## src/rtl/sample_fifo.sv

```systemverilog
`timescale 1ns/1ps

// first-word-fall-through buffer, DEPTH must be a power of two
module sample_fifo #(
    parameter type payload_t = logic,
    parameter int  DEPTH     = 16
) (
    input  logic     adc_sampleclk,
    input  logic     reset,
    input  logic     flush_i,
    input  logic     wr_i,
    input  logic     rd_i,
    input  payload_t din_i,
    output payload_t dout_o,
    output logic     full_o,
    output logic     empty_o
);

    payload_t                   mem [DEPTH];
    logic [$clog2(DEPTH)-1:0]   wr_ptr;
    logic [$clog2(DEPTH)-1:0]   rd_ptr;
    logic [$clog2(DEPTH):0]     count;
    logic                       do_wr;
    logic                       do_rd;

    assign full_o  = (count == DEPTH);
    assign empty_o = (count == '0);

    // overflowing writes and underflowing reads are dropped
    assign do_wr = wr_i && !full_o;
    assign do_rd = rd_i && !empty_o;

    assign dout_o = mem[rd_ptr];   // head of queue always visible

    always_ff @(posedge adc_sampleclk) begin
        if (reset || flush_i) begin
            wr_ptr <= '0;
            rd_ptr <= '0;
            count  <= '0;
        end else begin
            if (do_wr)
                wr_ptr <= wr_ptr + 1'b1;   // wraps at DEPTH
            if (do_rd)
                rd_ptr <= rd_ptr + 1'b1;
            case ({do_wr, do_rd})
                2'b10:   count <= count + 1'b1;
                2'b01:   count <= count - 1'b1;
                default: count <= count;
            endcase
        end
    end

    always_ff @(posedge adc_sampleclk) begin
        if (do_wr)
            mem[wr_ptr] <= din_i;
    end

endmodule

```

## config.mk

```make
export PLATFORM = sky130hd
export DESIGN_NAME = sample_fifo
export DESIGN_NICKNAME = d
export VERILOG_FILES = /design/src/rtl/sample_fifo.sv
export SDC_FILE = /design/constraint.sdc
export NUM_CORES = 1
export LEC_CHECK = 0
export BUFFER_PORTS_ARGS = -buffer_cell sky130_fd_sc_hd__buf_4
export CAP_MARGIN = 10
export CORE_UTILIZATION = 49
export CTS_CLUSTER_SIZE = 24
export DETAILED_ROUTE_END_ITERATION = 6
export PLACE_DENSITY = 0.72
export SYNTH_ARGS = -nofsm -noshare
export SYNTH_HDL_FRONTEND = slang
export SYNTH_SLANG_ARGS = --single-unit
```

## constraint.sdc

```tcl
create_clock -name adc_sampleclk -period 3.9 [get_ports adc_sampleclk]
set_clock_uncertainty 0.2 [all_clocks]
set_input_delay 0.975 -clock adc_sampleclk [delete_from_list [all_inputs] [get_ports adc_sampleclk]]
set_output_delay 0.975 -clock adc_sampleclk [all_outputs]
set_load 0.005 [all_outputs]
```

==> flow_metrics.py <==
metrics = {
    "outcome": {
        "status": "finished, final reports clean",
    },
    "die": {
        "coreArea_sq_mm": 0.00313,
        "pin_count": 9,
        "die_h_um": 59.9,
        "fp-row-count": 20,
        "initial_core_util_pct": 52.5,
        "die_area_sq_mm": 0.00359,
        "die_w_um": 59.9,
    },
    "drt": {
        "drc": 0,
        "wire_per_inst_um": 14.0,
        "wl_mm": 2.82,
        "drtIter0Drc": 44,
        "viasPerCell": 5.32,
        "vias": 1069,
        "drt_pass1_iterations": 4,
        "drtAntennaViolNets": 0,
    },
    "synthesis": {
        "synthDistinctLibCells": 36,
        "avgSynthCellArea_sq_um": 11.0,
        "synth_seq_cells": 33,
        "ys_seq_area_share_pct": 50.0,
        "synth_nets": 163,
        "syn_inst": 149,
        "yosys_warnings": 0,
        "syn_area_sq_mm": 0.00164,
    },
    "global_route": {
        "grt_pass1_vias": 1022,
        "grt_overflow_total": 0,
        "grt_pass1_wl_mm": 4.82,
        "grt_max_degree": 17,
        "antenna_found_initial": 0,
        "grt_use_total_pct": 19.2,
    },
    "timing": {
        "slew_viol_final": 0,
        "setup_viol_count_final": 0,
        "final.min_clock_period_ns": 3.16,
        "max_freq_ghz": 0.317,
        "tightestPinTransition_ns": 0.356,
        "fin_setup_tns_ns": 0,
        "fin_crit_sh_pct": 80.9,
        "hold_viol": 0,
        "rsz0062_at_grt": "no",
        "maxSlewHeadroom_pct": 76.2,
    },
    "flow_run": {
        "maxCapViolCount": 0,
    },
    "placement": {
        "post_dp_cell_area_sq_mm": 0.00171,
        "io_buffers": 8,
        "dpl.hpwl_mm": 2.03,
        "gp_congestion": 0.821,
    },
    "clocking": {
        "clk-insertion-delay-late_ns": 0.32,
        "clock_path_buffers": 2,
        "ctsHoldBuffers": 0,
        "cts_max_level": 2,
        "cts-root-buf": "clkbuf_4",
        "cts_tree": "built",
        "ctsResizeCount": 0,
        "cts_sinks": 33,
        "cts_buffers": 5,
        "path_clk_slew_ns": 0.09,
        "cts_setup_buffers": 0,
    },
    "critical_path": {
        "reg2reg_slack_ns": 0.83,
        "r2r_cells": 10,
        "crit_type": "register to output port",
        "crit_required_ns": 2.72,
        "crit_arrival_ns": 1.98,
        "path_max_fanout": 4,
        "r2r_start": "count[1]",
        "cp-start-kind": "register",
        "endpoint_kind": "output port",
    },
    "pwr": {
        "ir_drop_uv": 230,
        "pwr_density_cell_mw_per_mm2": 352,
        "power_uw": 623,
        "power_leakage_nw": 0.651,
    },
    "finish": {
        "fin_nets": 170,
        "diodes": 0,
        "final_area_sq_mm": 0.00177,
        "synthToLayoutAreaGrowth_pct": 7.77,
        "drive_gt1_share_pct": 16.6,
    },
    "worst_hold_path": {
        "hold_depth": 2,
        "hp-class": "register to register",
        "hold_start": "rd_ptr[3]",
    },
}
==> cells in the final DEF, fill, tap and decap left out, drive strengths merged, types with 2 or more instances in the layout <==
| cell | count |
|---|---|
| mux2i | 4 |
| ha | 8 |
| dfxtp | 17 |
| o21a | 3 |
| xor2 | 6 |
| buf | 8 |
| o211ai | 6 |
| nand2 | 9 |
| o21ai | 3 |
| or3 | 2 |
| nand2b | 3 |
| nor2 | 29 |
| clkbuf | 8 |
| nand3 | 2 |
| nor3 | 4 |
| inv | 8 |
| nor3b | 2 |
| mux4 | 5 |
| edfxtp | 16 |
| or4 | 2 |
| a21oi | 2 |
==> cell usage after synthesis <==
cell	instances	area share, %
nor3b_1	2	0.91
o21ai_4	1	0.99
or3_1	2	0.76
xnor2_1	1	0.53
mux4_2	5	6.9
dfxtp_1	17	21
nand2_1	9	2.1
nor2_1	29	6.6
o211ai_2	2	1.5
or2_2	1	0.38
and4b_1	1	0.61
nand2b_1	3	1.1
and3_1	1	0.38
mux2i_1	4	2.4
buf_2	1	0.30
xor2_1	6	3.2
or4_1	1	0.46
o221ai_1	1	0.53
nand3_1	2	0.61
clkbuf_1	5	1.1
or4_4	1	0.69
a221oi_1	1	0.53
ha_1	8	6.1
o21ai_0	2	0.61
and3b_2	1	0.61
edfxtp_1	16	29
o21a_1	2	0.91
a211oi_1	1	0.46
a21o_1	1	0.46
nand3b_1	1	0.46
inv_1	8	1.8
nor3_1	4	1.2
o21a_4	1	0.91
a21oi_1	2	0.61
buf_6	2	1.4
o211ai_1	4	1.8
==> path summary, 6_finish.rpt <==
path          endpoint
min reg2reg  rd_ptr[3]
max reg2reg   count[4]
max             dout_o
min          rd_ptr[3]
==> through the flow <==
| stage | std cells | setup WS (ns) | util (%) | hold slack (ns) |
|---|---|---|---|---|
| after CTS | 201 | 0.703 | 56.6 | 0.308 |
| after global routing | 201 | 0.622 | 56.6 | 0.355 |
| after global placement | 193 | 0.946 | 54.7 | 0.282 |
| final | 201 | 0.745 | 56.6 | 0.309 |
| after floorplan | 149 | 0.918 | - | 0.269 |
| after detailed placement | 193 | 0.860 | 54.7 | 0.294 |
==> cells by family after synthesis <==
kind of cell	count (synthesis)	synth area share (%)
compound gates	18	9.37
xor+xnor	7	3.73
fa+ha+maj	8	6.09
buf+inv	16	4.65
flops	33	50.0
mux	9	9.29
simple gates	58	16.9
==> layer usage <==
metal,GRT usage (%),wire length [um],vias to the layer above
met4,5.98,18,0
met3,7.14,142,2
met2,29.5,1310,22
li1,-,-,539
met1,24.9,1350,506
met5,0,0,-
==> final cells by class <==
type / instances / area [sq um]
clock buffers: 8 / 58.8
multi-input cells: 100 / 746
fillers: 272 / 1360
inverters: 8 / 30.0
repair buffers: 8 / 60.1
well taps: 44 / 55.1
flip-flops and latches: 33 / 821
==> where the power goes <==
group	switching (mW)	internal [mW]	total [mW]
sequential	0.00509	0.367	0.372
combinational	0.0313	0.0250	0.0562
clock	0.106	0.0889	0.195
==> critical path, cell delays in order, from the launching register on <==
cell and delay [ns]:
dfxtp_1 0.49, mux4_2 0.55, mux4_2 0.48, buf_4 0.15
Power figures use the tool's default switching activity.
