### config.mk
export PLATFORM = sky130hd
export DESIGN_NAME = downsampler
export DESIGN_NICKNAME = d
export VERILOG_FILES = /design/src/rtl/capture_pkg.sv /design/src/rtl/downsampler.sv
export SDC_FILE = /design/constraint.sdc
export NUM_CORES = 1
export LEC_CHECK = 0
export ABC_AREA = 1
export BUFFER_PORTS_ARGS = -buffer_cell sky130_fd_sc_hd__buf_4
export CORE_MARGIN = 2
export CORE_UTILIZATION = 53
export DETAILED_ROUTE_END_ITERATION = 10
export HOLD_SLACK_MARGIN = 0.06
export PLACE_DENSITY = 0.86
export SLEW_MARGIN = 40
export SYNTH_ARGS = -nofsm -noshare
export SYNTH_HDL_FRONTEND = slang
export SYNTH_SLANG_ARGS = --single-unit
export TNS_END_PERCENT = 10
### constraint.sdc
create_clock -name adc_sampleclk -period 1.7 [get_ports adc_sampleclk]
set_input_delay 0.17 -clock adc_sampleclk [delete_from_list [all_inputs] [get_ports adc_sampleclk]]
set_output_delay 0.17 -clock adc_sampleclk [all_outputs]
set_load 0.03 [all_outputs]
### src/rtl/capture_pkg.sv
package capture_pkg;

    // adc sample and packing geometry
    localparam int SAMPLE_W         = 12;
    localparam int SAMPLES_PER_WORD = 3;

    typedef logic [SAMPLE_W-1:0]                  sample_t;
    typedef logic [SAMPLE_W*SAMPLES_PER_WORD-1:0] word_t;   // oldest sample in top bits
    typedef logic [7:0]                           byte_t;

    // counter and control widths
    localparam int COUNT_W      = 16;
    localparam int DOWNSAMPLE_W = 13;

    // buffer depths, powers of two
    localparam int SAMPLE_FIFO_DEPTH = 64;
    localparam int WORD_FIFO_DEPTH   = 256;

    localparam int HIRES_BYTES = 9;   // two words of 12-bit samples

    typedef enum logic [2:0] {
        IDLE            = 3'd0,
        ARMING          = 3'd1,
        PRESAMP_FILLING = 3'd2,
        PRESAMP_FULL    = 3'd3,
        TRIGGERED       = 3'd4,
        DONE            = 3'd5
    } cap_state_t;

endpackage

### src/rtl/downsampler.sv
`timescale 1ns/1ps

module downsampler (
    input  logic                                adc_sampleclk,
    input  logic                                reset,
    input  logic                                flush_i,
    input  logic [capture_pkg::DOWNSAMPLE_W-1:0] downsample_i,
    output logic                                sample_tick_o
);

    logic [capture_pkg::DOWNSAMPLE_W-1:0] ds_cnt;

    // first tick lands in the cycle right after the flush
    always_ff @(posedge adc_sampleclk) begin
        if (reset) begin
            ds_cnt        <= '0;
            sample_tick_o <= 1'b0;
        end else if (flush_i) begin
            ds_cnt        <= '0;
            sample_tick_o <= 1'b1;
        end else if (ds_cnt == downsample_i) begin
            ds_cnt        <= '0;   // wrap, keep this sample
            sample_tick_o <= 1'b1;
        end else begin
            ds_cnt        <= ds_cnt + 1'b1;
            sample_tick_o <= 1'b0;
        end
    end

endmodule

==> metrics list <==
- Outcome: finished clean
* TritonCTS Buffers: 3
- For met3 alone, demand over resource in global routing was 0.02400.
- For this configuration, the core starts out at a cell density of 0.5795.
- Adding up every negative setup slack in the final design gives 0 ns.
- Of all flip-flops after synthesis, the portion carrying an async set or reset was 0.
- The wire-length estimate of the detail-placed layout is 1433 um.
* Chip width: 45.29 um
* Most common cell in the netlist: nand2_1
* Commonest register cell after synthesis: dfxtp_1
- At the pin with the least slew margin, the transition time is 0.2272 ns.
* First-pass GRT wire length: 2863 um
* Slew Viols, Final: 0
* VDD IR-drop max: 392.4 uV
- Final routed DRC violation total: 0
- Commonest cells post-synth: nand2_1 (49), inv_1 (28), dfxtp_1 (14)
- Placement row count: 14
- TritonRoute pass-1 iters: 4
- The synthesized netlist occupies a cell area of 903.4 sq um.
* Critical path start-end classification: register to register
- Register clock-pin slew on the reported worst setup and hold paths: 0.08 ns
* Die area: 0.002051 sq mm
- Quantity of I/O buffers inserted on ports: 16
- The Yosys step of the flow raised 0 warnings.
- Each instance of the synthesized netlist takes up on average 6.407 sq um.
* Most Crowded Layer GR: met2
- Post-detailed-route wirelength per cell: 10.09 um
- Cell taking the most area after synthesis: dfxtp_1
* Number of buffers on the longest clock path: 2
* Final nets: 179
- Summed over all cells, the static leakage comes to 0.0004874 uW.
- Worst Slack Setup Final: 0.3118 ns
* Count of maximum capacitance violations: 0
* Number of nets still failing antenna checks after routing: 0
- The multi-input combinational cells in the finished layout cover a total of 494.2 sq um.
* Root Buffer: clkbuf_4
* Final RePlAce weighted congestion: 0.8483
- Hold/Removal Path Class: primary input to register
- Total vias in the final route: 836
- For the worst setup path, the data arrival time is 1.56 ns.
- Top cell type's share of synthesized area: 0.3102
* Number of nets in the synthesized netlist: 158
- Met1 track demand over resource: 0.2173
* Number of filler instances in the final layout: 143
- Area growth from synthesis to layout: 16.90%
* Sequential cell area: 280.3 sq um
- STA classifies the critical path startpoint as a register.
* Biggest fanout along the worst timing path: 5
- After the first detailed-routing iteration, the DRC count stood at 12.
* GRT Residual Overflow: 0
- In the final layout, the share of cells above drive strength 1 is 0.2313.
- PwrDens: 574.9 mW/mm^2
* Post-DR vias/cell: 4.750
* Kind of end point of the critical path: register
- TritonCTS built the clock tree.
- In this run, post-CTS repair resized a total of 0 instances.
- The number of hold violations in the final report was 0.
- H-tree levels: 1
- The routed design could run at a clock period as short as 1.388 ns.
- Via count of the first global-routing pass: 761
- Met2 usage in global routing: 0.3714
* Clk sinks: 14
* Setup slack after placement: 0.3237 ns
* Share of the cycle needed by the critical path after routing: 0.8166
- Die Ht: 45.29 um
* Maximum number of pins on one net before global-route repair: 14
- Flops & latches, synth: 14
* Mapped Cells: 141
- Number of flops mapped to enable cells by yosys: 0
* Number of distinct library cell variants in the gate-level netlist after synthesis: 17
- Clk_skew: 0.007970 ns
- In this run the count of I/O pins placed on the die edge is 17.
- Across every metal layer, demand over resource in global routing totals 0.1975.
* Setup repair after global routing missed its margin: false
* Number of antenna violations at the first check in global routing: 0
- Worst slew margin relative to its limit: 0.8473
- Largest cells by area after synthesis: dfxtp_1 (31%), nand2_1 (20%), inv_1 (12%)
- Clock latency of the later-clocked register in the worst-skew pair: 0.28 ns
* Routed WL: 1775 um
- Share of the yosys chip area belonging to registers: 0.3102
- In this run the standard cell core region covers 0.001559 sq mm.
- Data required time of the critical path: 1.87 ns
- Highest clock frequency the design can meet: 720.3 MHz
- Final number of setup-violating endpoints: 0
* Ant. Diodes: 0
-- sequential cells by signal, indices dropped and copies added (netlist names) --
| name | cells |
|---|---|
| ds_cnt | 13 |
| sample_tick_o | 1 |
-- path summary, 6_finish.rpt --
kind / startpoint / slack, ns / end / cells past startpoint
max: ds_cnt[0] / 0.31 / ds_cnt[12] / 10
min: flush_i / 0.14 / sample_tick_o / 3
max reg2reg: ds_cnt[0] / 0.31 / ds_cnt[12] / 10
min reg2reg: ds_cnt[0] / 0.50 / ds_cnt[0] / 1
-- critical path, stage by stage (launching register included) --
cell,delay (ns)
dfxtp_1,0.41
ha_1,0.21
nand2_1,0.06
inv_1,0.08
nand2_2,0.09
nor2_4,0.15
nand2_1,0.07
nand2_1,0.06
nand2_1,0.04
inv_1,0.06
nor2_2,0.04
-- kinds of logic (layout without fill, tap and decap cells) --
group / after synthesis / in the layout / synth area share
and+or+nand+nor: 84 / 84 / 0.4210
adders and majority gates: 1 / 1 / 0.01385
DFF: 14 / 14 / 0.3103
xor gates and xnor gates: 11 / 11 / 0.1067
buffers and inverters: 30 / 49 / 0.1427
AOI/OAI and AO/OA: 1 / 1 / 0.005535
-- where the power goes --
part	leakage [uW]	internal, uW	switching [uW]	total [uW]
Clock	0.0000138	82.2	110	192
Combinational	0.000360	41.2	39.2	80.4
Sequential	0.000113	331	3.22	334
Total	0.000487	455	152	607
-- per-stage QoR --
stage	instances	hold slack (ns)	area, sq um	util	power, uW
3_5_place_dp	172	0.3405	1023	0.6565	420.1
2_1_floorplan	141	0.2391	903.4	-	385.7
4_1_cts	176	0.1402	1056	0.6774	604.8
3_3_place_gp	172	0.3418	1023	0.6565	417.2
5_1_grt	176	0.1594	1056	0.6774	623.7
6_report	176	0.1435	1056	0.6774	607.1
-- cell usage in the layout, fill, tap and decap left out --
| cell type | Yosys | final |
|---|---|---|
| nor2_1 | 9 | 9 |
| nand2_4 | 1 | 1 |
| xor2_1 | 8 | 8 |
| nand3_1 | 5 | 5 |
| nand4_1 | 1 | 1 |
| inv_2 | 1 | 1 |
| nor2_4 | 1 | 1 |
| xnor2_1 | 3 | 3 |
| nand2_2 | 2 | 2 |
| nor2_2 | 13 | 13 |
| dlygate4sd3_1 | 0 | 1 |
| a21oi_1 | 1 | 1 |
| inv_1 | 28 | 28 |
| dfxtp_1 | 14 | 14 |
| nand2_1 | 49 | 49 |
| ha_1 | 1 | 1 |
| buf_4 | 0 | 16 |
| clkbuf_4 | 0 | 3 |
| nor3_1 | 3 | 3 |
-- metal layers --
layer | vias up | routed length (um)
li1 | 447 | -
met1 | 373 | 756
met2 | 12 | 944
met3 | 4 | 54
met4 | 0 | 19
met5 | - | 0
-- repair_timing --
action / CTS / global route
hold endpoints to repair: 1 / 0
endpoints found under the setup margin: 0 / 0
setup buffers: 0 / 0
hold buffers: 1 / 0
-- final cells by class --
| cell class | instances | area share |
|---|---|---|
| sequential | 14 | 0.2654 |
| timing repair buffer | 17 | 0.1232 |
| tap | 16 | 0.01896 |
| clock buffer | 3 | 0.02133 |
| inverter | 29 | 0.1031 |
| multi-input combinational | 97 | 0.4680 |
No activity file was read; power rests on OpenSTA's default activity.
