===== src/rtl/capture_pkg.sv =====
package capture_pkg;

    // adc sample and packing geometry
    localparam int SAMPLE_W         = 12;
    localparam int SAMPLES_PER_WORD = 3;

    typedef logic [SAMPLE_W-1:0]                  sample_t;
    typedef logic [SAMPLE_W*SAMPLES_PER_WORD-1:0] word_t;   // oldest sample in top bits
    typedef logic [7:0]                           byte_t;

    // counter and control widths
    localparam int COUNT_W      = 16;
    localparam int DOWNSAMPLE_W = 13;

    // buffer depths, powers of two
    localparam int SAMPLE_FIFO_DEPTH = 64;
    localparam int WORD_FIFO_DEPTH   = 256;

    localparam int HIRES_BYTES = 9;   // two words of 12-bit samples

    typedef enum logic [2:0] {
        IDLE            = 3'd0,
        ARMING          = 3'd1,
        PRESAMP_FILLING = 3'd2,
        PRESAMP_FULL    = 3'd3,
        TRIGGERED       = 3'd4,
        DONE            = 3'd5
    } cap_state_t;

endpackage


===== src/rtl/capture_ctrl.sv =====
`timescale 1ns/1ps

module capture_ctrl (
    input  logic                           adc_sampleclk,
    input  logic                           reset,
    input  logic                           arm_i,
    input  logic                           adc_capture_go_i,
    input  logic                           adc_write_mask_i,
    input  logic                           sample_tick_i,
    input  logic [capture_pkg::COUNT_W-1:0] presample_i,
    input  logic [capture_pkg::COUNT_W-1:0] max_samples_i,
    input  logic                           sample_full_i,
    input  logic                           sample_empty_i,
    output logic                           flush_o,
    output logic                           sample_wr_o,
    output logic                           sample_drain_o,
    output logic                           pack_en_o,
    output logic                           adc_capture_stop_o,
    output logic [capture_pkg::COUNT_W-1:0] samples_o
);

    capture_pkg::cap_state_t           state;
    logic                              arm_r;
    logic                              arm_rise;
    logic                              wr_state;
    logic                              presamp_idle;
    logic [capture_pkg::COUNT_W-1:0]   presamp_cnt;
    logic [capture_pkg::COUNT_W-1:0]   presamp_next;
    logic [capture_pkg::COUNT_W-1:0]   sample_cnt;
    logic [capture_pkg::COUNT_W-1:0]   sample_next;

    assign arm_rise = arm_i && !arm_r;

    assign wr_state = (state == capture_pkg::PRESAMP_FILLING) ||
                      (state == capture_pkg::PRESAMP_FULL) ||
                      (state == capture_pkg::TRIGGERED);

    // with zero presamples there is nothing to drain, so hold off until trigger
    assign presamp_idle = (state == capture_pkg::PRESAMP_FULL) && (presample_i == '0) &&
                          !adc_capture_go_i;

    assign sample_wr_o = wr_state && sample_tick_i && adc_write_mask_i && !sample_full_i &&
                         !presamp_idle;

    // trigger sample is kept, so no drain on that cycle
    assign sample_drain_o = sample_wr_o && (state == capture_pkg::PRESAMP_FULL) &&
                            !adc_capture_go_i;

    // packing only once presamples are committed
    assign pack_en_o = (state == capture_pkg::TRIGGERED) || (state == capture_pkg::DONE);

    assign presamp_next = presamp_cnt + {{(capture_pkg::COUNT_W-1){1'b0}}, sample_wr_o};
    assign sample_next  = sample_cnt + {{(capture_pkg::COUNT_W-1){1'b0}}, sample_wr_o};

    assign samples_o = sample_cnt;

    always_ff @(posedge adc_sampleclk) begin
        if (reset) begin
            state              <= capture_pkg::IDLE;
            arm_r              <= 1'b0;
            flush_o            <= 1'b0;
            presamp_cnt        <= '0;
            sample_cnt         <= '0;
            adc_capture_stop_o <= 1'b0;
        end else begin
            arm_r   <= arm_i;
            flush_o <= arm_rise;
            if (arm_rise) begin   // re-arm from any state
                state              <= capture_pkg::ARMING;
                presamp_cnt        <= '0;
                sample_cnt         <= '0;
                adc_capture_stop_o <= 1'b0;
            end else begin
                case (state)
                    capture_pkg::ARMING: begin
                        // flush cycle, buffers empty at the next edge
                        state <= (presample_i == '0) ? capture_pkg::PRESAMP_FULL
                                                     : capture_pkg::PRESAMP_FILLING;
                    end
                    capture_pkg::PRESAMP_FILLING: begin
                        presamp_cnt <= presamp_next;
                        if (adc_capture_go_i) begin
                            sample_cnt <= presamp_next;
                            state      <= capture_pkg::TRIGGERED;
                        end else if (presamp_next >= presample_i) begin
                            state <= capture_pkg::PRESAMP_FULL;
                        end
                    end
                    capture_pkg::PRESAMP_FULL: begin
                        if (adc_capture_go_i) begin
                            sample_cnt <= presamp_next;   // presamples plus trigger sample
                            state      <= capture_pkg::TRIGGERED;
                        end
                    end
                    capture_pkg::TRIGGERED: begin
                        sample_cnt <= sample_next;
                        if (sample_next >= max_samples_i) begin
                            adc_capture_stop_o <= 1'b1;
                            state              <= capture_pkg::DONE;
                        end
                    end
                    capture_pkg::DONE: begin
                        if (sample_empty_i)   // packer has taken everything
                            state <= capture_pkg::IDLE;
                    end
                    default: state <= capture_pkg::IDLE;
                endcase
            end
        end
    end

endmodule


===== config.mk =====
export PLATFORM = sky130hd
export DESIGN_NAME = capture_ctrl
export DESIGN_NICKNAME = d
export VERILOG_FILES = /design/src/rtl/capture_pkg.sv /design/src/rtl/capture_ctrl.sv
export SDC_FILE = /design/constraint.sdc
export NUM_CORES = 1
export LEC_CHECK = 0
export BUFFER_PORTS_ARGS = -buffer_cell sky130_fd_sc_hd__buf_2
export CORE_MARGIN = 5
export CORE_UTILIZATION = 40
export DETAILED_ROUTE_END_ITERATION = 6
export PLACE_DENSITY_LB_ADDON = 0.15
export SLEW_MARGIN = 5
export SYNTH_ARGS = -nofsm -noshare
export SYNTH_HDL_FRONTEND = slang
export SYNTH_SLANG_ARGS = --single-unit

===== constraint.sdc =====
create_clock -name adc_sampleclk -period 5.1 [get_ports adc_sampleclk]
set_input_delay 1.02 -clock adc_sampleclk [delete_from_list [all_inputs] [get_ports adc_sampleclk]]
set_output_delay 1.02 -clock adc_sampleclk [all_outputs]
set_load 0.005 [all_outputs]

==> run_results.csv, run 1 <==
group,metric,value,unit
critical_path,reg2reg_setup_slack,600,ps
clock_tree,htree_levels,2,
timing,timing_max_transition_violations_final,0,
placement,placed_cells_incl_taps,544,
min_path,hold_path.class,"flip-flop to flip-flop",
routing,drt_drc_violations_left,0,
placement,io_buffer_count,60,
routing,route.detailed.vias_per_inst,5.409,
clock_tree,postCtsResizedCells,0,
critical_path,critical_path.endpoint,"state[0]",
floorplanning,die-width,99.00,um
job,maxCapViolations,0,
logic_synthesis,avgSynthCellArea,7.960,um^2
routing,drt-wirelength-per-cell,15.23,um
timing,setup_viol,0,
critical_path,crit_path_top_delay_cell,"sky130_fd_sc_hd__nor4b_1",
clock_tree,clk_root_buffer_cell,"sky130_fd_sc_hd__clkbuf_8",
critical_path,critical_path.max_fanout,6,
critical_path,critical_path_endpoint_category,"flip-flop",
logic_synthesis,synthArstFlopShare,0,%
critical_path,launching_element_type_of_the_critical_path,"primary input",
critical_path,cp.arrival,4700,ps
logic_synthesis,synth-seq-area-share,24.01,%
logic_synthesis,yosys.area_share.simple,26.18,%
critical_path,max_stage_delay,390,ps
logic_synthesis,muxShareOfSynthArea,0.3160,%
timing,slew-limit-headroom,41.58,%
critical_path,startpoint,"presample_i[9]",
timing,worst_clock_skew,4.137,ps
logic_synthesis,instance_count_of_the_mapped_netlist,398,
routing,initialDrtViolationCount,134,
logic_synthesis,synth_top_family_by_area,"simple AND/OR/NAND/NOR gates",
cells_and_area,multi_input_gate_area,2168,um^2
clock_tree,clock_insertion_delay_worst_skew,290,ps
logic_synthesis,synth_top_cell_by_area,"sky130_fd_sc_hd__dfxtp_1",
clock_tree,cts_sinks,38,
floorplanning,die-area,9800,um^2
logic_synthesis,synthDistinctLibCells,63,
logic_synthesis,synth-adder-area-share,14.22,%
timing,fin_tns_setup,0,ps
clock_tree,cts_hold_buf,0,
critical_path,timing.critical_path.mode_cell,"sky130_fd_sc_hd__ha_1",
cells_and_area,post_route_cells_drive_above_1_share,18.89,%
routing,vias,2986,
critical_path,cp_top_family,"simple AND/OR/NAND/NOR gates",
logic_synthesis,synth_compound_gate_area_share,16.43,%
logic_synthesis,leading_post_synthesis_cells_by_instance_count,"sky130_fd_sc_hd__inv_1 (42), sky130_fd_sc_hd__dfxtp_1 (38), sky130_fd_sc_hd__ha_1 (36)",
critical_path,worstPathBufferInverterCount,1,
floorplanning,floorplan.io_pins,61,
clock_tree,tritoncts,"yes",
timing,finalCritPeriodShare,88.53,%
critical_path,timing.setup.critical_path_class,"primary input to flip-flop",
logic_synthesis,yosysWarnings,0,
critical_path,regToRegStartpoint,"state[2]",
cells_and_area,fin_cells,552,
placement,gp_congestion,0.8996,
routing,first_pass_iters,4,
cells_and_area,num_antenna_cells,0,
global_routing,grt-ovfl-total,0,
run_status,status,"finished, final reports clean",
floorplanning,die_y,99.00,um
timing,hold_viol,0,
floorplanning,floorplan.initialDensity,41.00,%
cells_and_area,area_growth_syn_to_layout,15.92,%
pwr,leakagePower,1.764,nW
timing,setup_repair_after_global_routing_missed_its_margin,"no",
critical_path,timing.critical_path.cells,"buf_2, nor4b_1, nand4_1, o311ai_0, a211oi_1, ha_1, ha_1, nand3_1, nor4b_2, xor2_1, ha_1, nand4_1, nor4_1, a311oi_1, nand2_1, o311a_1",
clock_tree,clk_transition_reported_paths,80,ps
clock_tree,tritoncts.num_buffers,5,
critical_path,cp.depth,16,
global_routing,grt_first_pass_wirelength,13880,um
logic_synthesis,synth_xor_xnor_area_share,11.30,%
floorplanning,core.rowCount,32,
logic_synthesis,yosys_register_bits,38,
logic_synthesis,synth_flop_cell,"sky130_fd_sc_hd__dfxtp_1",
timing,hold-worst-slack,419.7,ps
timing,fmaxAchievable,0.2215,GHz
pwr,report.power.total,0.7002,mW
routing,drt_wl_total,8405,um
logic_synthesis,synth_area_leaders,"sky130_fd_sc_hd__dfxtp_1 (24%), sky130_fd_sc_hd__ha_1 (14%), sky130_fd_sc_hd__xnor2_1 (5.8%), sky130_fd_sc_hd__inv_1 (5.0%), sky130_fd_sc_hd__xor2_1 (5.0%)",
global_routing,grt_util_all_layers,17.30,%
critical_path,required,5280,ps
global_routing,number_of_global_route_vias_before_repair,2887,
timing,least_margin_pin_slew,874.4,ps
floorplanning,core-area,7727,um^2
cells_and_area,area.sequential,760.7,um^2
logic_synthesis,synth_top_area_share,24.01,%
cells_and_area,fillers,779,
timing,final_period_minus_worst_setup_slack,4515,ps
clock_tree,post_cts.repair.setup_buffers,0,
critical_path,rr_endpoint,"state[0]",
clock_tree,cts-root-to-sink-buffers,2,
logic_synthesis,synthesis.nets,474,
global_routing,antenna_found_initial,0,
logic_synthesis,number_of_enable_type_register_cells_in_the_synthesized_netlist,0,
routing,drtAntennaViolNets,0,
pwr,power_per_cell_area,190.7,nW/um^2
placement,hpwlAfterDp,6866,um
global_routing,grt_start_max_net_pins,20,
cells_and_area,num-nets-final,525,
pwr,power.ir.vdd_worst,0.08806,mV
critical_path,worstRegToRegCells,13,
logic_synthesis,netlist_area,3168,um^2
logic_synthesis,yosys.cell_count.top_type,"sky130_fd_sc_hd__inv_1",
## state kept, by name, indices dropped and copies added (netlist names)
signal and count:
arm_r 1, state 3, adc_capture_stop_o 1, samples_o 16
flush_o 1, presamp_cnt 16
## how the worst min path moves through the flow
stage,startpoint,end,cells after the start
final,arm_r,flush_o,1
after global routing,arm_r,flush_o,1
after CTS,arm_r,flush_o,1
after detailed placement,arm_r,flush_o,1
after global placement,arm_r,flush_o,1
after floorplan,arm_r,flush_o,1
## power by group
part	internal, mW	switching, mW	total, mW
registers	0.300	0.00630	0.306
logic	0.0322	0.0422	0.0744
clock network	0.209	0.111	0.319
## layout make-up
type                            instances  share of cell area, %
Clock inverter                          2                  1.635
Sequential cell                        38                  20.72
Clock buffer                            6                  2.249
Inverter                               42                  4.293
Tap cell                              102                  3.475
Multi-Input combinational cell        300                  59.05
Timing Repair Buffer                   62                  8.586
## logic make-up after synthesis
group,count (synthesis)
compound gates,77
buf+inv,60
simple gates,146
mux,1
xor+xnor,40
flops,38
fa+ha+maj,36
## through the flow
stage | utilization [%] | setup WS (ps) | instance area, um^2
6_report | 47.52 | 585.0 | 3672
5_1_grt | 47.52 | 192.5 | 3672
3_3_place_gp | 45.68 | 300.9 | 3530
4_1_cts | 47.52 | 535.1 | 3672
3_5_place_dp | 45.68 | 227.8 | 3530
2_1_floorplan | - | 893.9 | 3168
## per-layer routing
layer	vias to the layer above	GRT usage, %	part of all wire, %
met4	0	5.252	1.5
li1	1512	-	-
met1	1390	23.28	46
met3	8	2.619	5.9
met5	-	0	0
met2	76	28.46	47
## cells in the final DEF (no fill, tap or decap), types with 2 or more instances in the layout
| cell | instances |
|---|---|
| sky130_fd_sc_hd__o221ai_1 | 3 |
| sky130_fd_sc_hd__o21ai_0 | 14 |
| sky130_fd_sc_hd__nand4_2 | 2 |
| sky130_fd_sc_hd__nand2_1 | 31 |
| sky130_fd_sc_hd__nand2b_1 | 4 |
| sky130_fd_sc_hd__xor2_1 | 18 |
| sky130_fd_sc_hd__or3_1 | 3 |
| sky130_fd_sc_hd__or2_2 | 2 |
| sky130_fd_sc_hd__nor3_1 | 13 |
| sky130_fd_sc_hd__nor4_4 | 3 |
| sky130_fd_sc_hd__xnor2_1 | 21 |
| sky130_fd_sc_hd__a211oi_1 | 4 |
| sky130_fd_sc_hd__o21a_1 | 2 |
| sky130_fd_sc_hd__nor2b_1 | 3 |
| sky130_fd_sc_hd__bufinv_16 | 2 |
| sky130_fd_sc_hd__dfxtp_1 | 38 |
| sky130_fd_sc_hd__nand4_1 | 6 |
| sky130_fd_sc_hd__buf_2 | 60 |
| sky130_fd_sc_hd__a311oi_1 | 3 |
| sky130_fd_sc_hd__clkbuf_8 | 6 |
| sky130_fd_sc_hd__a21o_1 | 3 |
| sky130_fd_sc_hd__o2bb2ai_1 | 2 |
| sky130_fd_sc_hd__nand3_1 | 15 |
| sky130_fd_sc_hd__and3_1 | 3 |
| sky130_fd_sc_hd__a31oi_1 | 3 |
| sky130_fd_sc_hd__a21oi_1 | 23 |
| sky130_fd_sc_hd__a221oi_1 | 2 |
| sky130_fd_sc_hd__nor2_1 | 34 |
| sky130_fd_sc_hd__o211ai_1 | 2 |
| sky130_fd_sc_hd__nor4_1 | 8 |
| sky130_fd_sc_hd__buf_4 | 2 |
| sky130_fd_sc_hd__inv_1 | 42 |
| sky130_fd_sc_hd__and4_1 | 2 |
| sky130_fd_sc_hd__nor3b_1 | 6 |
| sky130_fd_sc_hd__or3b_2 | 2 |
| sky130_fd_sc_hd__ha_1 | 36 |
(Power assumes the default switching activity.)
==> run 2, diff against run 1 <==
- CORE_ASPECT_RATIO: default -> 1.4
==> run 2 against run 1 <==
  * Sequential share of layout area increased by 0.26 points
  * Non-clock buffer count increased by 1
  * Routed wire length increased by 0.50%
  * Clock-buffer cell count increased by 1
==> run_results.csv, run 2 (synthesis gave the netlist of run 1 again) <==
group,metric,value,unit
critical_path,required,5280,ps
pwr,power_switching,0.1579,mW
placement,hpwlAfterDp,6911,um
run_status,status,"finished, final reports clean",
critical_path,critical_path.max_fanout,6,
floorplanning,floorplan.initialDensity,40.88,%
pwr,cell_internal_pwr,0.4418,mW
timing,timing_max_transition_violations_final,0,
routing,drt_drc_violations_left,0,
routing,drtAntennaViolNets,0,
cells_and_area,design_area,3626,um^2
cells_and_area,num_antenna_cells,0,
routing,vias,2975,
cells_and_area,area_growth_syn_to_layout,14.46,%
clock_tree,tritoncts,"yes",
floorplanning,floorplan.io_pins,61,
timing,slew-limit-headroom,31.16,%
clock_tree,clk_root_buffer_cell,"sky130_fd_sc_hd__clkbuf_8",
routing,drt-wirelength-per-cell,15.33,um
clock_tree,tritoncts.num_buffers,5,
timing,hold_viol,0,
floorplanning,die-width,85.22,um
routing,first_pass_iters,4,
critical_path,critical_path_endpoint_category,"flip-flop",
global_routing,grt_start_max_net_pins,20,
job,maxCapViolations,0,
critical_path,regToRegStartpoint,"state[2]",
global_routing,grt_util_all_layers,18.16,%
critical_path,reg2reg_setup_slack,490,ps
critical_path,launching_element_type_of_the_critical_path,"primary input",
timing,setup_viol,0,
timing,setup_repair_after_global_routing_missed_its_margin,"no",
pwr,share_clk_of_total_power,36.3,%
pwr,pwr-share-comb,12.6,%
global_routing,grt-ovfl-total,0,
clock_tree,post_cts.repair.setup_buffers,0,
clock_tree,clock_insertion_delay_worst_skew,290,ps
min_path,hold_path.class,"flip-flop to flip-flop",
clock_tree,cts-root-to-sink-buffers,2,
clock_tree,cts_sinks,38,
critical_path,critical_path.endpoint,"state[0]",
timing,finalCritPeriodShare,94.46,%
placement,dpl-instance-area,3535,um^2
routing,drt_wl_total,8447,um
cells_and_area,most_frequent_standard_cell_in_the_layout_excluding_fill_and_tap_cells,"sky130_fd_sc_hd__buf_2",
critical_path,startpoint,"presample_i[6]",
critical_path,rr_endpoint,"state[0]",
floorplanning,core.rowCount,38,
timing,final_period_minus_worst_setup_slack,4818,ps
routing,route.detailed.vias_per_inst,5.399,
critical_path,timing.setup.critical_path_class,"primary input to flip-flop",
placement,gp_congestion,0.8282,
global_routing,grt_first_pass_wirelength,14470,um
cells_and_area,layout_common_cells,"sky130_fd_sc_hd__buf_2 (60), sky130_fd_sc_hd__inv_1 (42), sky130_fd_sc_hd__dfxtp_1 (38)",
floorplanning,core-area,7750,um^2
cells_and_area,num-nets-final,526,
floorplanning,die-area,9825,um^2
timing,least_margin_pin_slew,1030,ps
clock_tree,clk_transition_reported_paths,80,ps
placement,io_buffer_count,60,
timing,worst_clock_skew,8.306,ps
pwr,power.ir.vdd_worst,0.1565,mV
floorplanning,die_y,115.3,um
critical_path,cp.arrival,5000,ps
timing,fin_tns_setup,0,ps
pwr,power.switching_fraction,26.32,%
clock_tree,htree_levels,2,
routing,initialDrtViolationCount,144,
clock_tree,cts_hold_buf,0,
global_routing,number_of_global_route_vias_before_repair,3035,
critical_path,worstRegToRegCells,13,
pwr,power_per_cell_area,165.4,nW/um^2
clock_tree,postCtsResizedCells,0,
global_routing,antenna_found_initial,0,
pwr,pwr-share-seq,51.1,%
timing,fmaxAchievable,0.2076,GHz
pwr,leakagePower,1.745,nW
cells_and_area,post_route_cells_drive_above_1_share,18.85,%
## run 2: worst min-delay path by stage
stage / endpoint / cells past startpoint / start
floorplan: flush_o / 1 / arm_r
global placement: flush_o / 1 / arm_r
detailed placement: flush_o / 1 / arm_r
CTS: flush_o / 1 / arm_r
global route: flush_o / 1 / arm_r
finish: flush_o / 1 / arm_r
## run 2: power groups by stage
stage	sequential [mW]	combinational (mW)	clock [mW]
after floorplan	0.310	0.0451	0
after global placement	0.313	0.0747	0
after detailed placement	0.313	0.0758	0
after CTS	0.306	0.0765	0.226
after global routing	0.307	0.0871	0.237
final	0.306	0.0754	0.218
## run 2: final cells by class
cell class	instances	area (um^2)
Multi-Input combinational cell	300	2168
Sequential cell	38	760.7
Clock inverter	1	5.005
Tap cell	100	125.1
Fill cell	801	4124
Inverter	42	157.7
Timing Repair Buffer	63	322.8
Clock buffer	7	86.33
## run 2: critical path, cell delays in order
cell                       delay, ps
sky130_fd_sc_hd__buf_2            90
sky130_fd_sc_hd__nor4_1           70
sky130_fd_sc_hd__nand4_1         130
sky130_fd_sc_hd__o311ai_0        130
sky130_fd_sc_hd__a211oi_1        630
sky130_fd_sc_hd__ha_1            330
sky130_fd_sc_hd__ha_1            260
sky130_fd_sc_hd__nand3_1         280
sky130_fd_sc_hd__nor4b_2         380
sky130_fd_sc_hd__xor2_1          240
sky130_fd_sc_hd__ha_1            290
sky130_fd_sc_hd__nand4_1         180
sky130_fd_sc_hd__nor4_1           90
sky130_fd_sc_hd__a311oi_1        410
sky130_fd_sc_hd__nand2_1         130
sky130_fd_sc_hd__o311a_1         340
## run 2: stage by stage
step                power (mW)  instances  setup WS, ps  hold slack, ps  utilization (%)
global placement        0.3879        543         66.95           398.4            45.61
global route            0.6320        551         1.098           432.0            46.79
floorplan               0.3551        398         893.9           382.8                -
finish                  0.5996        551         282.3           410.0            46.79
CTS                     0.6089        551         229.5           409.4            46.79
detailed placement      0.3890        543        -80.09           397.8            45.61
## run 2: layer usage
layer | up-vias | part of all wire, % | global-route usage (%)
met5 | - | 0 | 0
met4 | 0 | 1.7 | 5.702
met3 | 10 | 5.4 | 3.011
met2 | 80 | 51 | 33.35
met1 | 1375 | 42 | 21.32
li1 | 1510 | - | -
