==> config.mk <==
export PLATFORM = sky130hd
export DESIGN_NAME = byte_unpacker
export DESIGN_NICKNAME = d
export VERILOG_FILES = /design/src/rtl/capture_pkg.sv /design/src/rtl/byte_unpacker.sv
export SDC_FILE = /design/constraint.sdc
export NUM_CORES = 1
export LEC_CHECK = 0
export ABC_AREA = 1
export BUFFER_PORTS_ARGS = -buffer_cell sky130_fd_sc_hd__buf_2
export CAP_MARGIN = 10
export CORE_MARGIN = 3
export CORE_UTILIZATION = 45
export DETAILED_ROUTE_END_ITERATION = 8
export HOLD_SLACK_MARGIN = 0.06
export PLACE_DENSITY_LB_ADDON = 0.2
export SYNTH_ARGS = -nofsm -noshare
export SYNTH_HDL_FRONTEND = slang
export SYNTH_SLANG_ARGS = --single-unit
==> constraint.sdc <==
create_clock -name adc_sampleclk -period 1.67 [get_ports adc_sampleclk]
set_input_delay 0.2505 -clock adc_sampleclk [delete_from_list [all_inputs] [get_ports adc_sampleclk]]
set_output_delay 0.2505 -clock adc_sampleclk [all_outputs]
set_load 0.1 [all_outputs]
==> src/rtl/capture_pkg.sv <==
package capture_pkg;

    // adc sample and packing geometry
    localparam int SAMPLE_W         = 12;
    localparam int SAMPLES_PER_WORD = 3;

    typedef logic [SAMPLE_W-1:0]                  sample_t;
    typedef logic [SAMPLE_W*SAMPLES_PER_WORD-1:0] word_t;   // oldest sample in top bits
    typedef logic [7:0]                           byte_t;

    // counter and control widths
    localparam int COUNT_W      = 16;
    localparam int DOWNSAMPLE_W = 13;

    // buffer depths, powers of two
    localparam int SAMPLE_FIFO_DEPTH = 64;
    localparam int WORD_FIFO_DEPTH   = 256;

    localparam int HIRES_BYTES = 9;   // two words of 12-bit samples

    typedef enum logic [2:0] {
        IDLE            = 3'd0,
        ARMING          = 3'd1,
        PRESAMP_FILLING = 3'd2,
        PRESAMP_FULL    = 3'd3,
        TRIGGERED       = 3'd4,
        DONE            = 3'd5
    } cap_state_t;

endpackage

==> src/rtl/byte_unpacker.sv <==
`timescale 1ns/1ps

module byte_unpacker (
    input  logic                 adc_sampleclk,
    input  logic                 reset,
    input  logic                 flush_i,
    input  capture_pkg::word_t   word_i,
    input  logic                 word_empty_i,
    input  logic                 low_res_i,
    input  logic                 low_res_lsb_i,
    input  logic                 fifo_read_fifoen_i,
    output logic                 word_rd_o,
    output capture_pkg::byte_t   fifo_read_data_o
);

    logic [3:0]           byte_idx;
    logic [3:0]           nib_r;      // low nibble of the first word in a pair
    logic                 byte_en;
    capture_pkg::sample_t cur_sample;

    // no byte consumed while the head word is about to be popped
    assign byte_en = fifo_read_fifoen_i && !word_empty_i && !word_rd_o;

    always_ff @(posedge adc_sampleclk) begin
        if (reset || flush_i) begin
            byte_idx  <= '0;
            word_rd_o <= 1'b0;
        end else begin
            word_rd_o <= 1'b0;
            if (byte_en) begin
                if (low_res_i) begin
                    if (byte_idx >= capture_pkg::SAMPLES_PER_WORD - 1) begin
                        byte_idx  <= '0;
                        word_rd_o <= 1'b1;
                    end else begin
                        byte_idx <= byte_idx + 4'd1;
                    end
                end else begin
                    if (byte_idx >= capture_pkg::HIRES_BYTES - 1)
                        byte_idx <= '0;
                    else
                        byte_idx <= byte_idx + 4'd1;
                    // byte 3 ends the first word, byte 8 the second
                    if (byte_idx == 4'd3 || byte_idx == capture_pkg::HIRES_BYTES - 1)
                        word_rd_o <= 1'b1;
                end
            end
        end
    end

    always_ff @(posedge adc_sampleclk) begin
        if (byte_en && !low_res_i && byte_idx == 4'd3)
            nib_r <= word_i[3:0];
    end

    always_comb begin
        case (byte_idx)
            4'd0:    cur_sample = word_i[2*capture_pkg::SAMPLE_W +: capture_pkg::SAMPLE_W];
            4'd1:    cur_sample = word_i[capture_pkg::SAMPLE_W +: capture_pkg::SAMPLE_W];
            default: cur_sample = word_i[0 +: capture_pkg::SAMPLE_W];
        endcase
    end

    always_comb begin
        if (low_res_i) begin
            fifo_read_data_o = low_res_lsb_i ? cur_sample[7:0]
                                             : cur_sample[capture_pkg::SAMPLE_W-1 -: 8];
        end else begin
            case (byte_idx)
                4'd0:    fifo_read_data_o = word_i[35:28];
                4'd1:    fifo_read_data_o = word_i[27:20];
                4'd2:    fifo_read_data_o = word_i[19:12];
                4'd3:    fifo_read_data_o = word_i[11:4];
                4'd4:    fifo_read_data_o = {nib_r, word_i[35:32]};   // split byte
                4'd5:    fifo_read_data_o = word_i[31:24];
                4'd6:    fifo_read_data_o = word_i[23:16];
                4'd7:    fifo_read_data_o = word_i[15:8];
                default: fifo_read_data_o = word_i[7:0];
            endcase
        end
    end

endmodule

==> summary.txt, run 1 <==
Status
  – Outcome: finished with violations
  – Failing checks: setup timing

Setup path
  – CP endpoint: fifo_read_data_o[7]
  – CP required: 1.42 ns
  – FF-to-FF path depth: 6
  – Largest stage delay, worst path: 0.34 ns
  – Reg2reg start: byte_idx[2]
  – CP Class: register to output port
  – Setup crit start kind: register
  – CP Depth: 10
  – CP Launch Point: byte_idx[1]
  – Cell family with most CP delay: buffers and inverters
  – CP bufs+invs: 3
  – R2r endpoint: nib_r[1]
  – CP Cell Sequence: buf_4, ha_4, o21ai_1, nand2_2, nor2_4, buf_12, a21oi_2, nand2_4, nand2_8, buf_12
  – Register-to-register setup slack: 0.11 ns
  – Max FO, Critical Path: 6
  – Critical Path AT: 1.96 ns
  – CP endpoint kind: output port
  – Top cell by count, worst path: buf_12
  – Slowest CP cell: dfxtp_2

Floorplanning
  – Chip width: 64.4 µm
  – Core area: 3150 µm²
  – Die area: 4150 µm²
  – Starting density of the core: 0.487
  – Row count: 20
  – Die height: 64.4 µm
  – # IOs: 52

Clock tree
  – CTS tree: yes
  – Root Driver: clkbuf_4
  – CTS buffer count: 3
  – CTS Hold Bufs: 0
  – H-tree depth: 1
  – CTS Sinks: 9
  – Worst-Skew Late Latency: 0.28 ns
  – Clock Tree Buf Depth: 2
  – Clk slew on worst S/H paths: 0.07 ns

GRT
  – Vias in the first global route: 2,198
  – Initial antenna violation count: 0
  – GRT Total Usage: 0.303
  – First-pass GRT wire length: 10.0 mm
  – GRT Residual Overflow: 0
  – Largest net degree at the start of global routing: 21

Timing
  – Pins Over Slew Limit: 0
  – Slew headroom: 0.616
  – Setup violations, final: 8
  – WHS: 0.189 ns
  – Fin crit share: 1.32
  – Fmax achieved: 0.452 GHz
  – Setup tns final: -4.15 ns
  – Final hold vios: 0
  – Setup ws final: -0.540 ns
  – Worst-Margin Slew: 0.576 ns
  – Fin crit period: 2.21 ns
  – Skew final: 0.00737 ns
  – RSZ-0062 raised after global routing: yes

Synth
  – Syn Inst Count: 285
  – Sequential area share after synthesis: 0.144
  – Synthesized cell area: 1530 µm²
  – Syn_nets: 332
  – Synth Area per Inst: 5.38 µm²
  – Flip-flop and latch count after synthesis: 9
  – Yosys warns: 0
  – Distinct cells, synth: 24

Placed design
  – Routability cong.: 0.933
  – # placed instances: 398
  – Number of port buffers: 51
  – Final HPWL DP: 4.34 mm

Power and ir drop
  – Leak Pwr: 0.00129 µW
  – Power Dens Cells: 424 nW/µm²
  – Worst VDD drop: 0.000380 V

Drt
  – Drt initial violations: 295
  – Routed WL per cell: 15.1 µm
  – Drt pass-1 iters: 5
  – DRC: 0
  – Vias/cell: 5.69
  – Via count: 2,310
  – Post-DRT Antenna Nets: 0
  – Total wire length: 6.12 mm

Finish
  – Nets: 410
  – Cell Count, Final, Fillers Out: 406
  – Area Growth Syn to Fin: 67.3%
  – Share of cells above drive strength 1: 0.434
  – N_diodes: 0
  – Most frequent cells in the layout: nand2_1 (92), buf_2 (43), nand3_1 (42)
  – Commonest non-fill, non-tap cell in the layout: nand2_1

Flow run
  – Max cap viols: 0

Worst hold path
  – Worst min path class: input port to register
[timing repair]
action / CTS / global route
pin swaps: 12 / 10
setup endpoints to repair: 8 / 13
hold endpoints to repair: 0 / 0
setup buffers: 3 / 0
gates resized for setup: 17 / 15
cloned: 1 / 0
[where the power goes]
group          leakage [µW]  switching (µW)  internal [µW]
logic               0.00120             426            248
clock network     0.0000177            93.9           88.8
registers         0.0000786            1.17            229
[area by class of cell]
class / count / area [µm²]
flip-flops and latches: 9 / 228
multi-input cells: 242 / 1510
clock buffers: 3 / 22.5
inverters: 22 / 87.6
repair buffers: 85 / 658
well taps: 44 / 55.1
fillers: 229 / 587
clock inverters: 1 / 5.00
[through the flow]
| step | total power, µW | setup slack [ns] | utilization | instance area, µm² |
|---|---|---|---|---|
| after global placement | 867 | -0.306 | 0.750 | 2370 |
| after global routing | 1130 | -0.606 | 0.814 | 2570 |
| final | 1090 | -0.540 | 0.814 | 2570 |
| after floorplan | 652 | -0.0891 | - | 1790 |
| after CTS | 1070 | -0.476 | 0.793 | 2500 |
| after detailed placement | 874 | -0.342 | 0.750 | 2370 |
[registers in the layout, summed over array words and instances (netlist names)]
register	count
byte_idx	4
nib_r	4
word_rd_o	1
[worst min-delay path by stage]
stage / from / to / slack (ns) / cells past startpoint
after floorplan: word_i[0] / nib_r[0] / 0.35 / 0
after global placement: word_i[0] / nib_r[0] / 0.46 / 1
after detailed placement: word_i[0] / nib_r[0] / 0.46 / 1
after CTS: word_i[0] / nib_r[0] / 0.19 / 1
after global routing: word_i[1] / nib_r[1] / 0.19 / 1
final: word_i[0] / nib_r[0] / 0.19 / 1
[routing by layer]
layer	share of wire	track usage	vias to the layer above	wire [µm]
li1	-	-	1106	-
met1	0.38	0.388	1010	2330
met2	0.47	0.505	171	2880
met3	0.12	0.0492	23	753
met4	0.025	0.113	0	153
met5	0	0	-	0
[synth_stat cells (all sizes together)]
master / number / share of area
inv: 22 / 0.055
edfxtp: 4 / 0.078
o21ai: 6 / 0.022
a21oi: 12 / 0.039
nor2: 28 / 0.082
a211oi: 1 / 0.0082
nand4: 18 / 0.073
nand3: 58 / 0.22
dfxtp: 5 / 0.065
nor3: 3 / 0.0098
clkbuf: 5 / 0.012
nand2: 111 / 0.27
buf: 8 / 0.035
ha: 4 / 0.033
[cells by family (layout without fill, tap and decap cells)]
kind of cell | Yosys count | after routing | synth area share
AOI/OAI and AO/OA | 19 | 19 | 0.0693
adders and majority gates | 4 | 4 | 0.0326
buffers and inverters | 35 | 111 | 0.103
DFF | 9 | 9 | 0.144
and+or+nand+nor | 218 | 219 | 0.652
Note: power is estimated with default switching activity, not from simulation.
==> run 2: changes to the inputs <==
- CTS_CLUSTER_SIZE: unset -> 8
- clock period: 1.67 -> 2 ns (I/O delays scaled with it)
==> run 2 against run 1 <==
  * The run still ends with setup timing left
  * Setup slack gained 0.30 ns
  * Critical endpoint is now fifo_read_data_o[2]
  * Cell area shrank 4.2%
  * Global-route usage shrank 1.1 points
==> summary.txt, run 2 (same netlist as run 1, synthesis figures left out) <==
GRT
  – Largest net degree at the start of global routing: 22 (was 21)
  – Met2 usage: 0.482 (was 0.505)
  – Initial antenna violation count: 0 (unchanged)
  – GRT Residual Overflow: 0 (unchanged)
  – GR Util met1: 0.386 (was 0.388)
  – First-pass GRT wire length: 9.62 mm (was 10.0 mm)
  – M3 GR Usage: 0.0457 (was 0.0492)
  – Vias in the first global route: 2,047 (was 2,198)
  – Grt peak-use layer: met2 (unchanged)
  – GRT Total Usage: 0.291 (was 0.303)

Floorplanning
  – Core area: 3150 µm² (unchanged)
  – Row count: 20 (unchanged)
  – Starting density of the core: 0.487 (unchanged)
  – # IOs: 52 (unchanged)
  – Die area: 4150 µm² (unchanged)
  – Die height: 64.4 µm (unchanged)
  – Chip width: 64.4 µm (unchanged)

Setup path
  – R2r endpoint: nib_r[2] (was nib_r[1])
  – CP bufs+invs: 4 (was 3)
  – Largest stage delay, worst path: 0.36 ns (was 0.34 ns)
  – CP endpoint kind: output port (unchanged)
  – CP required: 1.70 ns (was 1.42 ns)
  – FF-to-FF path depth: 5 (was 6)
  – Setup crit start kind: register (unchanged)
  – Register-to-register setup slack: 0.37 ns (was 0.11 ns)
  – CP Class: register to output port (unchanged)
  – Critical Path AT: 1.94 ns (was 1.96 ns)
  – Slowest CP cell: dfxtp_4 (was dfxtp_2)
  – Top cell by count, worst path: nand2_1 (was buf_12)
  – Max FO, Critical Path: 8 (was 6)
  – CP Cell Sequence: buf_6, ha_4, buf_4, inv_1, nor2_2, nand2_1, nand2_1, nor2_1, nand3_2, nand2_2, nand2_8, buf_12 (was buf_4, ha_4, o21ai_1, nand2_2, nor2_4, buf_12, a21oi_2, nand2_4, nand2_8, buf_12)
  – Reg2reg start: byte_idx[3] (was byte_idx[2])
  – Cell family with most CP delay: simple AND/OR/NAND/NOR gates (was buffers and inverters)
  – CP Launch Point: byte_idx[1] (unchanged)

Drt
  – Total wire length: 5.87 mm (was 6.12 mm)
  – Drt pass-1 iters: 5 (unchanged)
  – Via count: 2,290 (was 2,310)
  – Routed WL per cell: 14.6 µm (was 15.1 µm)
  – Vias/cell: 5.70 (was 5.69)
  – Post-DRT Antenna Nets: 0 (unchanged)
  – Drt initial violations: 316 (was 295)
  – DRC: 0 (unchanged)

Timing
  – WHS: 0.244 ns (was 0.189 ns)
  – Fmax achieved: 0.447 GHz
  – Setup violations, final: 8 (unchanged)
  – Fin crit share: 1.12
  – Slew headroom: 0.658 (was 0.616)
  – Fin crit period: 2.24 ns
  – RSZ-0062 raised after global routing: yes (unchanged)
  – Setup ws final: -0.237 ns (was -0.540 ns)
  – Worst-Margin Slew: 0.512 ns (was 0.576 ns)
  – Final hold vios: 0 (unchanged)
  – Skew final: 0.000458 ns (was 0.00737 ns)
  – Pins Over Slew Limit: 0 (unchanged)

Finish
  – Cell Count, Final, Fillers Out: 402 (was 406)
  – N_diodes: 0 (unchanged)
  – Fill cells: 253 (was 229)
  – Top flop regs: byte_idx x4, nib_r x4, word_rd_o x1 (unchanged)
  – Area Growth Syn to Fin: 60.2% (was 67.3%)
  – Nets: 406 (was 410)
  – Share of cells above drive strength 1: 0.402 (was 0.434)
  – Commonest non-fill, non-tap cell in the layout: nand2_1 (unchanged)
  – Cell area after layout: 2460 µm² (was 2570 µm²)
  – Area taken by multi-input logic gates: 1430 µm² (was 1510 µm²)
  – Most frequent cells in the layout: nand2_1 (94), buf_2 (43), nand3_1 (42) (was nand2_1 (92), buf_2 (43), nand3_1 (42))
  – Register area: 229 µm² (was 228 µm²)

Clock tree
  – CTS Hold Bufs: 0 (unchanged)
  – CTS tree: yes (unchanged)
  – CTS Sinks: 9 (unchanged)
  – Clock Tree Buf Depth: 2 (unchanged)
  – H-tree depth: 1 (unchanged)
  – Worst-Skew Late Latency: 0.26 ns (was 0.28 ns)
  – Clk slew on worst S/H paths: 0.07 ns (about the same)
  – CTS buffer count: 3 (unchanged)
  – Root Driver: clkbuf_4 (unchanged)

Status
  – Outcome: finished with violations (unchanged)
  – Failing checks: setup timing (unchanged)

Power and ir drop
  – Leak Pwr: 0.00123 µW (was 0.00129 µW)
  – Worst VDD drop: 0.000268 V (was 0.000380 V)
  – Power Dens Cells: 359 nW/µm² (was 424 nW/µm²)

Placed design
  – Final HPWL DP: 4.18 mm (was 4.34 mm)
  – Number of port buffers: 51 (unchanged)
  – Placed Instance Area: 2230 µm² (was 2370 µm²)
  – # placed instances: 395 (was 398)
  – Routability cong.: 0.943 (was 0.933)

Worst hold path
  – Worst min path class: input port to register (unchanged)
  – Cell depth of the worst min-delay path: 1 (unchanged)
  – Min-Delay Startpoint: word_i[1] (was word_i[0])
  – WHS Endpoint: nib_r[1] (was nib_r[0])

Flow run
  – Max cap viols: 0 (unchanged)
run 2: stage by stage:
step                worst slack (ns)  setup TNS (ns)  total power, µW  utilization
detailed placement            -0.160           -1.08              703        0.708
floorplan                     0.0161               0              514            -
global placement             -0.0876          -0.502              702        0.708
finish                        -0.237           -1.76              882        0.779
global route                  -0.335           -2.61              925        0.779
CTS                           -0.174           -1.31              876        0.771
run 2: power by group:
part           switching, µW  total [µW]  internal [µW]
Clock                   72.2         149           77.2
Sequential              1.80         192            190
Combinational            337         540            203
Total                    412         882            470
run 2: cell type report:
type | instances | share of cell area
clock buffers | 4 | 0.0107
inverters | 22 | 0.0367
multi-input cells | 241 | 0.582
flip-flops and latches | 9 | 0.0932
well taps | 44 | 0.0224
repair buffers | 82 | 0.255
run 2: per-layer routing:
layer	up-vias	share of wire
met5	-	0
met4	0	0.034
met3	28	0.12
met2	177	0.47
met1	986	0.37
li1	1099	-
run 2: what timing repair did:
| action | CTS | global route |
|---|---|---|
| pin swaps | 6 | 5 |
| setup buffers | 2 | 1 |
| endpoints found under the setup margin | 8 | 8 |
| cloned | 0 | 0 |
| gates resized for setup | 45 | 5 |
run 2: how the worst max path moves through the flow:
stage / endpoint / slack (ns) / depth (start not counted)
after floorplan: fifo_read_data_o[6] / 0.02 / 10
after global placement: fifo_read_data_o[7] / -0.09 / 10
after detailed placement: fifo_read_data_o[3] / -0.16 / 10
after CTS: fifo_read_data_o[5] / -0.17 / 10
after global routing: fifo_read_data_o[1] / -0.34 / 10
final: fifo_read_data_o[2] / -0.24 / 12
run 2: worst register-to-register path: cells and delay by family, from the launching register on:
| family | cells | cell delay [ns] |
|---|---|---|
| simple gates | 3 | 0.54 |
| buf+inv | 2 | 0.42 |
| flops | 1 | 0.38 |
==> run 3: changes to the inputs <==
- CORE_UTILIZATION: 45 -> 42
==> run 3 against run 2 <==
  * The flow still finishes with violations (setup timing)
  * Combinational power decreased by 1%
  * Register-to-register slack improved by 0.16 ns
  * Maximum frequency decreased by 0.16%
  * Largest cell class unchanged
  * Highest routed layer unchanged
==> summary.txt, run 3 (same netlist as run 1, synthesis figures left out) <==
Timing
  – Setup violations, final: 8 (unchanged)
  – Slew headroom: 0.665 (was 0.658)
  – Fin crit share: 1.12 (about the same)
  – Pins Over Slew Limit: 0 (unchanged)
  – Fmax achieved: 0.446 GHz (was 0.447 GHz)
  – Final hold vios: 0 (unchanged)
  – Skew final: 0.00461 ns (was 0.000458 ns)
  – Setup ws final: -0.240 ns (was -0.237 ns)
  – Worst-Margin Slew: 0.503 ns (was 0.512 ns)
  – RSZ-0062 raised after global routing: yes (unchanged)
  – Fin crit period: 2.24 ns (about the same)

GRT
  – GRT Residual Overflow: 0 (unchanged)
  – Largest net degree at the start of global routing: 21 (was 22)
  – First-pass GRT wire length: 9.24 mm (was 9.62 mm)
  – Vias in the first global route: 2,037 (was 2,047)
  – Initial antenna violation count: 0 (unchanged)
  – GRT Total Usage: 0.265 (was 0.291)

Finish
  – Commonest non-fill, non-tap cell in the layout: nand2_1 (unchanged)
  – Nets: 404 (was 406)
  – Share of cells above drive strength 1: 0.393 (was 0.402)
  – Area Growth Syn to Fin: 59.0% (was 60.2%)
  – Most frequent cells in the layout: nand2_1 (94), buf_2 (43), nand3_1 (42) (unchanged)
  – Top flop regs: byte_idx x4, nib_r x4, word_rd_o x1 (unchanged)
  – Finished Core Util: 0.714 (was 0.779)
  – N_diodes: 0 (unchanged)
  – Fill cells: 308 (was 253)

Setup path
  – Setup crit start kind: register (unchanged)
  – CP Class: register to output port (unchanged)
  – CP required: 1.70 ns (about the same)
  – Max FO, Critical Path: 4 (was 8)
  – CP endpoint kind: output port (unchanged)
  – Critical Path AT: 1.94 ns (about the same)

Floorplanning
  – Starting density of the core: 0.449 (was 0.487)
  – Die area: 4410 µm² (was 4150 µm²)
  – Row count: 21 (was 20)
  – Die height: 66.4 µm (was 64.4 µm)
  – Core area: 3420 µm² (was 3150 µm²)
  – # IOs: 52 (unchanged)
  – Chip width: 66.4 µm (was 64.4 µm)

Clock tree
  – Worst-Skew Late Latency: 0.27 ns (was 0.26 ns)
  – CTS tree: yes (unchanged)
  – Clock Tree Buf Depth: 2 (unchanged)
  – Root Driver: clkbuf_4 (unchanged)
  – H-tree depth: 1 (unchanged)
  – CTS Sinks: 9 (unchanged)
  – Clk slew on worst S/H paths: 0.07 ns (about the same)
  – CTS Hold Bufs: 0 (unchanged)
  – CTS buffer count: 3 (unchanged)

Status
  – Outcome: finished with violations (unchanged)
  – Failing checks: setup timing (unchanged)

Drt
  – Drt initial violations: 263 (was 316)
  – Via count: 2,216 (was 2,290)
  – Drt pass-1 iters: 6 (was 5)
  – Routed WL per cell: 13.9 µm (was 14.6 µm)
  – Vias/cell: 5.51 (was 5.70)
  – Total wire length: 5.60 mm (was 5.87 mm)
  – DRC: 0 (unchanged)
  – Post-DRT Antenna Nets: 0 (unchanged)

Placed design
  – Number of port buffers: 51 (unchanged)
  – Final HPWL DP: 4.05 mm (was 4.18 mm)
  – Pre-CTS WS: -0.258 ns (was -0.160 ns)
  – Routability cong.: 0.928 (was 0.943)

Flow run
  – Max cap viols: 0 (unchanged)

Power and ir drop
  – Worst VDD drop: 0.000264 V (was 0.000268 V)
  – Power Dens Cells: 359 nW/µm² (about the same)
  – Leak Pwr: 0.00122 µW (was 0.00123 µW)

Worst hold path
  – Worst min path class: input port to register (unchanged)
==> run 3: cell types whose count changed in the layout (fill, tap and decap cells not counted) <==
cell and delta:
buf_4 -4, a21oi_1 +2, a21oi_2 -2, nor2_1 -2, nor2_2 +2, o21ai_1 +2, o21ai_2 -2, buf_12 +1
buf_6 +1, ha_2 +1, ha_4 -1, inv_2 +1, inv_4 -1
==> run 3: layer usage <==
metal | global-route usage | part of all wire | wire (µm)
met2 | 0.447 | 0.48 | 2720
met4 | 0.0558 | 0.015 | 86
met5 | 0 | 0 | 0
met3 | 0.0357 | 0.089 | 498
met1 | 0.356 | 0.41 | 2300
==> run 3: repair_timing <==
action | 4_1_cts | 5_1_grt
setup endpoints to repair | 8 | 8
resized for setup | 39 | 8
pin swaps | 6 | 5
setup buffers | 4 | 0
==> run 3: final cells by class <==
type | count | area, µm² | area share
Clock buffer | 4 | 26.3 | 0.0108
Inverter | 22 | 87.6 | 0.0359
Multi-Input combinational cell | 241 | 1410 | 0.578
Sequential cell | 9 | 229 | 0.0939
Tap cell | 46 | 57.6 | 0.0236
Timing Repair Buffer | 80 | 628 | 0.258
==> run 3: through the flow <==
step	power (µW)	area (µm²)	hold WS, ns	TNS [ns]	instances
6_report	875	2440	0.239	-1.87	402
3_3_place_gp	698	2220	0.496	-1.92	394
3_5_place_dp	700	2220	0.505	-2.02	394
2_1_floorplan	514	1660	0.399	0	285
5_1_grt	924	2440	0.226	-2.76	402
4_1_cts	874	2410	0.240	-1.77	402
==> run 3: worst paths after layout <==
check	startpoint	to	slack, ns	cells past startpoint
worst max-delay path	byte_idx[1]	fifo_read_data_o[6]	-0.24	11
worst min-delay path	word_i[1]	nib_r[1]	0.24	1
worst max register to register	byte_idx[0]	byte_idx[2]	0.53	10
worst min register to register	byte_idx[1]	byte_idx[1]	0.52	2
==> run 3: power by group <==
part           internal (µW)  leakage (µW)  switching, µW
clock                   77.2     0.0000150           72.0
sequential               190     0.0000784           1.46
combinational            201       0.00112            333
total                    469       0.00122            407
==> run 3: critical path: stages (launching register included) <==
cell	delay, ns
dfxtp_4	0.37
inv_4	0.05
ha_4	0.15
buf_6	0.11
o21ai_1	0.14
nand2_1	0.10
nor2_4	0.18
buf_6	0.14
a21oi_1	0.07
nand2_2	0.13
nand2_8	0.05
buf_12	0.16
